--- config.mk ---
export PLATFORM = sky130hd
export DESIGN_NAME = tile_control
export DESIGN_NICKNAME = d
export VERILOG_FILES = /design/src/hdl/tile_pkg.sv /design/src/hdl/finish_select.sv /design/src/hdl/lvt_reduce.sv /design/src/hdl/lvt_rolling_min.sv /design/src/hdl/tile_control.sv /design/src/hdl/tile_cycle_status.sv
export SDC_FILE = /design/constraint.sdc
export NUM_CORES = 1
export LEC_CHECK = 0
export ABC_AREA = 1
export BUFFER_PORTS_ARGS = -buffer_cell sky130_fd_sc_hd__buf_4
export CAP_MARGIN = 0
export CORE_ASPECT_RATIO = 1.25
export CORE_UTILIZATION = 55
export DETAILED_ROUTE_END_ITERATION = 12
export GPL_ROUTABILITY_DRIVEN = 1
export PLACE_DENSITY = 0.82
export SETUP_SLACK_MARGIN = 0.1
export SLEW_MARGIN = 20
export SYNTH_ARGS = -nofsm -noshare
export SYNTH_HDL_FRONTEND = slang
export SYNTH_SLANG_ARGS = --single-unit
--- constraint.sdc ---
create_clock -name clk_main_a0 -period 7.7 [get_ports clk_main_a0]
set_input_delay 1.925 -clock clk_main_a0 [delete_from_list [all_inputs] [get_ports clk_main_a0]]
set_output_delay 1.925 -clock clk_main_a0 [all_outputs]
set_load 0.01 [all_outputs]
--- src/hdl/tile_pkg.sv ---
`default_nettype none

package tile_pkg;

   // Widths
   localparam int ts_width       = 32;
   localparam int tb_width       = 32;
   localparam int log_gvt_period = 4;
   localparam int cycle_width    = 64;

   // Finish requesters count worker threads before restore threads
   localparam int n_threads        = 4;
   localparam int undo_log_threads = 2;
   localparam int finish_ports     = n_threads + undo_log_threads;
   localparam int core_sel_width   = $clog2(finish_ports);

   localparam int cq_slot_width  = 6;
   localparam int child_id_width = 3;

   typedef logic [ts_width-1:0]       ts_t;
   typedef logic [tb_width-1:0]       tb_t;
   typedef logic [log_gvt_period-1:0] phase_t;
   typedef logic [cq_slot_width-1:0]  cq_slot_t;
   typedef logic [child_id_width-1:0] child_id_t;
   typedef logic [core_sel_width-1:0] core_sel_t;

   // Phases within the GVT period
   localparam phase_t tq_sample_phase       = phase_t'(2);
   localparam phase_t cm_sample_phase       = phase_t'(0);
   localparam phase_t splitter_sample_phase = phase_t'(0);
   localparam phase_t pair_min_phase        = phase_t'(8);
   localparam phase_t quad_min_phase        = phase_t'(9);
   localparam phase_t lvt_publish_phase     = phase_t'(10);

   typedef struct packed {
      ts_t ts;
      tb_t tb;
   } vt_fields_t;

   // Ordered as one word, built from its two fields
   typedef union packed {
      logic [ts_width+tb_width-1:0] raw;
      vt_fields_t                   fields;
   } vt_u;

   typedef struct packed {
      ts_t tq_ts;
      ts_t cm_ts;
      ts_t splitter_ts;
      vt_u cq_vt;
      ts_t tsb_ts;
   } lvt_sources_t;

   typedef struct packed {
      cq_slot_t  slot;
      child_id_t num_children;
      logic      undo_log_write;
   } finish_req_t;

   typedef struct packed {
      core_sel_t core;
      cq_slot_t  slot;
      child_id_t num_children;
      logic      undo_log_write;
      logic      is_restore;
   } finish_sel_t;

endpackage

`default_nettype wire

--- src/hdl/finish_select.sv ---
`timescale 1ns/1ps
`default_nettype none

module finish_select
   import tile_pkg::*;
(
   input  wire logic                             [n_threads-1:0] thread_valid,
   input  wire finish_req_t                      [n_threads-1:0] thread_req,
   input  wire logic                      [undo_log_threads-1:0] restore_valid,
   input  wire cq_slot_t                  [undo_log_threads-1:0] restore_slot,
   input  wire logic                                             cq_ready,

   output logic                                                  sel_valid,
   output finish_sel_t                                           sel,
   output logic                                  [n_threads-1:0] thread_ready,
   output logic                           [undo_log_threads-1:0] restore_ready
);

   logic        [finish_ports-1:0] all_valid;
   logic        [finish_ports-1:0] all_ready;
   finish_req_t [finish_ports-1:0] all_req;
   core_sel_t                      win_idx;

   assign all_valid = {restore_valid, thread_valid};

   // Restore threads finish with no children and no undo-log write
   always_comb begin
      for (int i = 0; i < n_threads; i++) begin
         all_req[i] = thread_req[i];
      end
      for (int i = 0; i < undo_log_threads; i++) begin
         all_req[n_threads+i].slot           = restore_slot[i];
         all_req[n_threads+i].num_children   = '0;
         all_req[n_threads+i].undo_log_write = 1'b0;
      end
   end

   // Lowest valid index wins
   always_comb begin
      win_idx = '0;
      for (int i = finish_ports - 1; i >= 0; i--) begin
         if (all_valid[i]) begin
            win_idx = core_sel_t'(i);
         end
      end
   end

   always_comb begin
      sel_valid          = |all_valid;
      sel.core           = win_idx;
      sel.slot           = all_req[win_idx].slot;
      sel.num_children   = all_req[win_idx].num_children;
      sel.undo_log_write = all_req[win_idx].undo_log_write;
      sel.is_restore     = (win_idx >= core_sel_t'(n_threads));
   end

   // Ready only to the winner, and only when the commit queue takes it
   for (genvar i = 0; i < finish_ports; i++) begin : g_ready
      assign all_ready[i] = sel_valid & cq_ready & (win_idx == core_sel_t'(i));
   end

   assign thread_ready  = all_ready[n_threads-1:0];
   assign restore_ready = all_ready[finish_ports-1:n_threads];

   // A ready never goes to more than one requester, nor to an idle one
   always_comb begin
      assert final ($onehot0(all_ready) && ((all_ready & ~all_valid) == '0))
      else $error("finish ready given to more than one or to an idle requester");
   end

endmodule

`default_nettype wire

--- src/hdl/lvt_reduce.sv ---
`timescale 1ns/1ps
`default_nettype none

module lvt_reduce
   import tile_pkg::*;
(
   input  wire logic   clk_main_a0,
   input  wire logic   rst_main_n_sync,

   input  wire phase_t phase,
   input  wire tb_t    cur_tb,

   input  wire ts_t    tq_ts,
   input  wire ts_t    cm_ts,
   input  wire ts_t    splitter_ts,
   input  wire ts_t    tsb_ts,
   input  wire vt_u    cq_vt,

   output vt_u         lvt
);

   vt_u tq_vt, cm_vt, splitter_vt, tsb_vt;
   vt_u tq_cq_min, cm_tsb_min, quad_min;

   function automatic vt_u vt_min(vt_u a, vt_u b);
      return (a.raw < b.raw) ? a : b;
   endfunction

   // Time stamps become virtual times at the current time base
   always_comb begin
      tq_vt.fields.ts       = tq_ts;
      tq_vt.fields.tb       = cur_tb;
      cm_vt.fields.ts       = cm_ts;
      cm_vt.fields.tb       = cur_tb;
      splitter_vt.fields.ts = splitter_ts;
      splitter_vt.fields.tb = cur_tb;
      tsb_vt.fields.ts      = tsb_ts;
      tsb_vt.fields.tb      = cur_tb;
   end

   // Each tree stage registers at its own phase
   always_ff @(posedge clk_main_a0) begin
      if (phase == pair_min_phase) begin
         tq_cq_min  <= vt_min(tq_vt, cq_vt);
         cm_tsb_min <= vt_min(cm_vt, tsb_vt);
      end
      if (phase == quad_min_phase) begin
         quad_min <= vt_min(tq_cq_min, cm_tsb_min);
      end
   end

   always_ff @(posedge clk_main_a0) begin
      if (!rst_main_n_sync) begin
         lvt <= '0;
      end else if (phase == lvt_publish_phase) begin
         lvt <= vt_min(quad_min, splitter_vt);
      end
   end

   // Only the publish stage may move the tile LVT
   assert property (@(posedge clk_main_a0) disable iff (!rst_main_n_sync)
      !$stable(lvt) |-> ($past(phase) == lvt_publish_phase))
   else $error("lvt changed outside the publish phase");

endmodule

`default_nettype wire

--- src/hdl/lvt_rolling_min.sv ---
`timescale 1ns/1ps
`default_nettype none

module lvt_rolling_min
   import tile_pkg::*;
#(
   parameter phase_t SAMPLE_PHASE = '0
) (
   input  wire logic   clk_main_a0,
   input  wire logic   rst_main_n_sync,

   input  wire phase_t phase,
   input  wire ts_t    src_ts,

   output ts_t         fixed_ts
);

   ts_t  rolling_ts;
   logic at_sample;

   assign at_sample = (phase == SAMPLE_PHASE);

   always_ff @(posedge clk_main_a0) begin
      if (!rst_main_n_sync) begin
         rolling_ts <= '0;
         fixed_ts   <= '0;
      end else if (at_sample) begin
         // Publish last period's minimum and restart from the source
         fixed_ts   <= rolling_ts;
         rolling_ts <= src_ts;
      end else if (src_ts < rolling_ts) begin
         rolling_ts <= src_ts;
      end
   end

   // Between sample points the running minimum only goes down
   assert property (@(posedge clk_main_a0) disable iff (!rst_main_n_sync)
      !$past(at_sample) |-> (rolling_ts <= $past(rolling_ts)))
   else $error("rolling minimum rose outside the sample phase");

endmodule

`default_nettype wire

--- src/hdl/tile_control.sv ---
`timescale 1ns/1ps
`default_nettype none

module tile_control
   import tile_pkg::*;
(
   input  wire logic                             clk_main_a0,
   input  wire logic                             rst_main_n_sync,

   // LVT reports of the surrounding tile blocks
   input  wire lvt_sources_t                     lvt_src,

   input  wire logic                             tq_empty,
   input  wire logic                             tsb_empty,
   input  wire logic                             all_cores_idle,

   // Finishing requesters toward the commit queue
   input  wire logic             [n_threads-1:0] thread_valid,
   input  wire finish_req_t      [n_threads-1:0] thread_req,
   input  wire logic      [undo_log_threads-1:0] restore_valid,
   input  wire cq_slot_t  [undo_log_threads-1:0] restore_slot,
   input  wire logic                             cq_ready,

   output logic                                  sel_valid,
   output finish_sel_t                           sel,
   output logic                  [n_threads-1:0] thread_ready,
   output logic           [undo_log_threads-1:0] restore_ready,

   output vt_u                                   lvt,
   output logic                                  done
);

   phase_t phase;
   tb_t    cur_tb;

   ts_t tq_fixed_ts;
   ts_t cm_fixed_ts;
   ts_t splitter_fixed_ts;

   tile_cycle_status CYCLE_STATUS (
      .clk_main_a0     (clk_main_a0),
      .rst_main_n_sync (rst_main_n_sync),
      .tq_empty        (tq_empty),
      .tsb_empty       (tsb_empty),
      .all_cores_idle  (all_cores_idle),
      .phase           (phase),
      .cur_tb          (cur_tb),
      .done            (done)
   );

   // Per-source minima over each GVT period
   lvt_rolling_min #(
      .SAMPLE_PHASE(tq_sample_phase)
   ) TQ_LVT (
      .clk_main_a0     (clk_main_a0),
      .rst_main_n_sync (rst_main_n_sync),
      .phase           (phase),
      .src_ts          (lvt_src.tq_ts),
      .fixed_ts        (tq_fixed_ts)
   );

   lvt_rolling_min #(
      .SAMPLE_PHASE(cm_sample_phase)
   ) CM_LVT (
      .clk_main_a0     (clk_main_a0),
      .rst_main_n_sync (rst_main_n_sync),
      .phase           (phase),
      .src_ts          (lvt_src.cm_ts),
      .fixed_ts        (cm_fixed_ts)
   );

   lvt_rolling_min #(
      .SAMPLE_PHASE(splitter_sample_phase)
   ) SPLITTER_LVT (
      .clk_main_a0     (clk_main_a0),
      .rst_main_n_sync (rst_main_n_sync),
      .phase           (phase),
      .src_ts          (lvt_src.splitter_ts),
      .fixed_ts        (splitter_fixed_ts)
   );

   // CQ and TSB report directly into the tree
   lvt_reduce LVT_REDUCE (
      .clk_main_a0     (clk_main_a0),
      .rst_main_n_sync (rst_main_n_sync),
      .phase           (phase),
      .cur_tb          (cur_tb),
      .tq_ts           (tq_fixed_ts),
      .cm_ts           (cm_fixed_ts),
      .splitter_ts     (splitter_fixed_ts),
      .tsb_ts          (lvt_src.tsb_ts),
      .cq_vt           (lvt_src.cq_vt),
      .lvt             (lvt)
   );

   finish_select FINISH_SELECT (
      .thread_valid    (thread_valid),
      .thread_req      (thread_req),
      .restore_valid   (restore_valid),
      .restore_slot    (restore_slot),
      .cq_ready        (cq_ready),
      .sel_valid       (sel_valid),
      .sel             (sel),
      .thread_ready    (thread_ready),
      .restore_ready   (restore_ready)
   );

endmodule

`default_nettype wire

--- src/hdl/tile_cycle_status.sv ---
`timescale 1ns/1ps
`default_nettype none

module tile_cycle_status
   import tile_pkg::*;
(
   input  wire logic clk_main_a0,
   input  wire logic rst_main_n_sync,

   input  wire logic tq_empty,
   input  wire logic tsb_empty,
   input  wire logic all_cores_idle,

   output phase_t    phase,
   output tb_t       cur_tb,
   output logic      done
);

   logic [cycle_width-1:0] cur_cycle;
   logic                   tile_quiet;

   assign tile_quiet = tq_empty & tsb_empty & all_cores_idle;

   always_ff @(posedge clk_main_a0) begin
      if (!rst_main_n_sync) begin
         cur_cycle <= '0;
         done      <= 1'b0;
      end else begin
         cur_cycle <= cur_cycle + 1'b1;
         done      <= tile_quiet;
      end
   end

   assign phase = cur_cycle[log_gvt_period-1:0];

   // The LVT refers to the start of the previous GVT period
   assign cur_tb[tb_width-1:log_gvt_period] = cur_cycle[tb_width-1:log_gvt_period] - 1'b1;
   assign cur_tb[log_gvt_period-1:0]        = '0;

   // A rising done must come from a cycle where the tile was quiet
   assert property (@(posedge clk_main_a0) disable iff (!rst_main_n_sync)
      $rose(done) |-> $past(tile_quiet))
   else $error("done rose without tq, tsb and cores all idle");

endmodule

`default_nettype wire

# Word level (Yosys, flattened, before mapping)
# Cells that the tools add are included.
# Widths: inputs -> output; s select.
# word_totals
ff_bits	513
elab_cells	66
input_bits	256
# op_classes
n_reduce_logical	6
n_eq_ne	9
n_bitwise	9
order_cmp	9
addsub	2
mux	18
# ops
op	count
$lt 64x64->1	4
$mux 64	4
$mux 32	6
$lt 32x32->1	3
$add 64x1->64 const B	1
$bmux 10 s3	1
$sub 28x1->28 const B	1
$mux 3	6
$eq 4x4->1 const B	3
$mux 10	1
$and 1x1->1	9
$eq 3x2->1 const B	2
$eq 3x3->1 const B	2
$reduce_bool 2->1	3
$reduce_or 6->1	1
$eq 4x2->1 const B	1
$logic_not 4->1	1
$lt 3x4->1 const B	1
$eq 3x1->1 const B	1
$ge 3x3->1 const B	1
$logic_not 3->1	1

# Logic depth before layout (Yosys ltp)
# depth
depth_word	8
ltp_mapped	24

# Cells and area by module
# From an unflattened synthesis, not the netlist that was laid out.
# unflattened
hier_cells	3861
hier_area_um2	29527.1
# modules_own_cells
module	cells_each	n_inst	area_per_inst_um2
lvt_reduce	2060	1	16902.5
lvt_rolling_min at CM_LVT ...	418	2	3153.0
lvt_rolling_min at TQ_LVT	419	1	3156.8
tile_cycle_status	413	1	2487.4
finish_select	133	1	674.4

# Worst setup path after synthesis
# Ideal clock, no wire load.
# synth_path
path_kind	flip-flop to flip-flop
start	register CYCLE_STATUS.cur_cycle[0]
end	register LVT_REDUCE.cm_tsb_min[10] (netlist bit) (enable)
path_slack_ns	1.346
n_path_buf	0
period_less_slack_ns	6.354
setup_time_ns	0.608
arrival_time_ns	5.746
stages_incl_launch_ff	5
path_cell_list	dfxtp_1 -> inv_1 -> ha_1 -> inv_1 -> nor2_1
# synth_between
elab_chain_cells	1
# synth_rtl
item	line_no	text
start, declared	tile_cycle_status.sv:19	logic [cycle_width-1:0] cur_cycle;
start signal, assigned	tile_cycle_status.sv:29	cur_cycle <= cur_cycle + 1'b1;
$eq 4x4->1	lvt_reduce.sv:43	if (phase == pair_min_phase) begin
end signal, assigned	lvt_reduce.sv:45	cm_tsb_min <= vt_min(cm_vt, tsb_vt);
end, declared	lvt_reduce.sv:23	vt_u tq_cq_min, cm_tsb_min, quad_min;
# No other way between the ends.
# A chain may end at the register's enable or synchronous reset.

==> summary.txt <==
Synthesis
  • Synth top area cells: dfxtp_1 (21%), edfxtp_1 (20%), ha_1 (13%)
  • Post-Syn Area per Cell: 7.89 sq um
  • Cell with the most instances after synthesis: nand2_1
  • Register bit total from synthesis: 477
  • Cells after Synth: 3515
  • Distinct cells, synth: 54
  • Post-synth ARST share: 0%
  • Largest area contributor in the netlist: dfxtp_1
  • Mapped Area: 0.0277 sq mm
  • Prevailing post-synth register cell: dfxtp_1
  • Synth top area share: 20.9%
  • Synth top cells by count: nand2_1 (681), inv_1 (491), a21oi_1 (430)
  • Sequential area share after synthesis: 41.2%
  • Mapped Nets: 4068
  • EDFF count, synth: 188
  • Yosys Warn Count: 0

Die
  • Die W: 203 um
  • FP Rows: 91
  • Core Footprint: 0.0495 sq mm
  • # IOs: 342
  • Die area: 0.0513 sq mm
  • Initial Utilization: 56.0%
  • Die height: 253 um

Finish
  • Area of the multi-input gates: 0.0138 sq mm
  • N_diodes: 0
  • Area delta synth->final: 16.5%
  • Fin nets: 4310
  • Fillers: 4202
  • Layout cells sized above 1: 13.0%
  • Sequential cell area: 0.0114 sq mm
  • Final Util: 65.2%
  • Cell Count, Final, Fillers Out: 4448

Global routing
  • Vias in the first global route: 23400
  • First-pass GRT wire length: 118 mm
  • Tot GR Track Use: 28.8%
  • Largest net degree at the start of global routing: 120
  • Global route overflow: 0
  • Initial antenna violation count: 2

Timing
  • RSZ-0062 raised after global routing: no
  • Worst-Margin Slew: 1080 ps
  • Total Negative Setup Slacks: 0 ps
  • Fmax: 0.163 GHz
  • Relative slew slack: 27.9%
  • Minimum clock period: 6120 ps
  • Final Hold Violating Endpoints: 0
  • Max-slew violation count: 0
  • Worst Skew: 19.5 ps
  • Final setup violation count: 0
  • Final period utilization: 79.5%
  • WHS: 465 ps

Hold path
  • Min-Delay Path Depth: 2
  • WHS Endpoint: LVT_REDUCE.lvt[19]$_SDFFE_PN0N_
  • Hold_sp: LVT_REDUCE.lvt[19]$_SDFFE_PN0N_
  • Hold Crit Class: reg -> reg

Clocking
  • Post-CTS sizing: 0
  • H-tree depth: 2
  • CTS buffer count: 49
  • Hold-fix buffers, CTS: 0
  • Worst skew pair latency: 600 ps
  • Clock buffer depth: 3
  • CTS root buf: clkbuf_16
  • CTS tree: done
  • Worst-path clk slew: 60 ps
  • Postcts setup bufs: 0
  • Clk sinks: 477

Place
  • Gpl congestion: 0.922
  • Inst Count DP: 4357
  • Post-DP HPWL: 53.8 mm
  • IO buf count: 341

Power and ir drop
  • Final Power: 6560 uW
  • Pwr Density: 203 mW/mm^2
  • P_leak: 0.0150 uW
  • Max rail drop VDD: 0.170 mV

Setup path
  • R2R setup slack: 3240 ps
  • Worst r2r path cells: 22
  • Launch point of the worst reg-to-reg path: CYCLE_STATUS.cur_cycle[4]$_SDFF_PN0_
  • CP arrival: 4200 ps
  • Startpoint Class: input port
  • Capturing point of the worst reg2reg path: LVT_REDUCE.lvt[59]$_SDFFE_PN0N_
  • Crit end category: output port
  • WP data required: 5780 ps
  • Crit Path Max Fanout: 17
  • Crit path kind: in -> out

Route
  • Drt pass-1 iters: 6
  • DRT iter0 DRCs: 1999
  • Final ANT Viol Nets: 0
  • WL final: 74.2 mm
  • DRC Markers: 0
  • WL/cell: 16.7 um
  • Vias per inst: 5.55
  • Total number of vias: 24700

Status
  • Status: complete, no violations

Job
  • # Max-Cap Violations: 0
-- layer usage --
metal / global-route usage, % / share of wire, % / wire, um / vias up
met5: 0 / 0.035 / 26 / -
met1: 35.3 / 40 / 29500 / 11300
li1: - / - / - / 12400
met3: 5.16 / 7.3 / 5390 / 178
met2: 49.2 / 49 / 36100 / 843
met4: 12.5 / 4.2 / 3120 / 4
-- logic make-up (layout without fill, tap and decap cells) --
kind of cell               count (synthesis)  in the layout  share of synthesized area, %
and+or+nand+nor                         1333           1333                          20.9
AOI/OAI and AO/OA                        720            720                          14.4
buffers and inverters                    670            952                          9.53
DFF                                      477            477                          41.2
adders and majority gates                297            297                          13.4
xor gates and xnor gates                  18             18                         0.569
-- layout by cell type, fill, tap and decap left out, types with 3 or more instances in the layout --
| master | instances |
|---|---|
| or3_1 | 3 |
| nand4_1 | 40 |
| a311oi_1 | 32 |
| a22oi_1 | 6 |
| ha_1 | 297 |
| a211oi_1 | 17 |
| buf_4 | 359 |
| o211ai_1 | 4 |
| edfxtp_1 | 188 |
| nor3b_1 | 7 |
| bufinv_16 | 5 |
| nor2_4 | 7 |
| nand2_2 | 8 |
| o21bai_1 | 6 |
| a221oi_1 | 6 |
| o2111ai_1 | 6 |
| nand2_1 | 676 |
| a21oi_1 | 428 |
| o21a_1 | 7 |
| nand2_4 | 6 |
| clkinv_1 | 6 |
| inv_2 | 8 |
| a31oi_1 | 3 |
| a32o_1 | 6 |
| clkbuf_1 | 8 |
| o21ai_0 | 172 |
| xor2_1 | 18 |
| nor4_1 | 8 |
| nor2_1 | 176 |
| clkinv_2 | 12 |
| o31ai_1 | 3 |
| nand3_1 | 340 |
| o221ai_1 | 10 |
| nor2_2 | 11 |
| clkbuf_16 | 52 |
| dfxtp_1 | 289 |
| inv_1 | 490 |
| nor3_1 | 37 |
| clkbuf_8 | 6 |
| nand3b_1 | 3 |
-- stage by stage --
step	worst slack (ps)	instance area, sq um
2_1_floorplan	1350	27700
5_1_grt	1260	32300
4_1_cts	1560	32300
6_report	1580	32300
3_3_place_gp	1740	30600
3_5_place_dp	1590	30600
-- critical path: stages --
cell and delay, ps:
buf_4 110, nor2_1 100, o21bai_1 90, a21oi_1 380, inv_1 120, nor2_1 830, a22oi_1 160, a32o_1 280
inv_1 70, buf_4 120
-- registers in the layout, summed over array words and instances, names as in the netlist --
name and flops:
CYCLE_STATUS.cur_cycle 32, CYCLE_STATUS.done 1, LVT_REDUCE.quad_min 64, CM_LVT.rolling_ts 32
CM_LVT.fixed_ts 32, TQ_LVT.rolling_ts 32, SPLITTER_LVT.fixed_ts 32, LVT_REDUCE.tq_cq_min 64
TQ_LVT.fixed_ts 32, SPLITTER_LVT.rolling_ts 32, LVT_REDUCE.lvt 64, LVT_REDUCE.cm_tsb_min 60
-- worst max-delay path by stage --
stage | startpoint | endpoint | slack, ps
after floorplan | CYCLE_STATUS.cur_cycle[0]$_SDFF_PN0_ | LVT_REDUCE.cm_tsb_min[10]$_DFFE_PN_ | 1350
after global placement | restore_valid[0] | sel[5] | 1740
after detailed placement | restore_valid[0] | sel[7] | 1590
after CTS | restore_valid[0] | sel[7] | 1560
after global routing | restore_valid[1] | sel[8] | 1260
final | restore_valid[0] | sel[7] | 1580
-- where the power goes --
group          internal, uW  leakage, uW  switching [uW]
registers              2790      0.00406            71.1
logic                   461       0.0101             760
clock network          1460     0.000825            1020
total                  4710       0.0150            1850
-- cell type report --
cell class	instances	area share (%)
multi-input cells	2368	42.7
repair buffers	359	8.35
well taps	651	2.52
clock inverters	23	0.771
inverters	502	5.85
flip-flops and latches	477	35.4
clock buffers	68	4.41
Power figures use the tool's default switching activity.
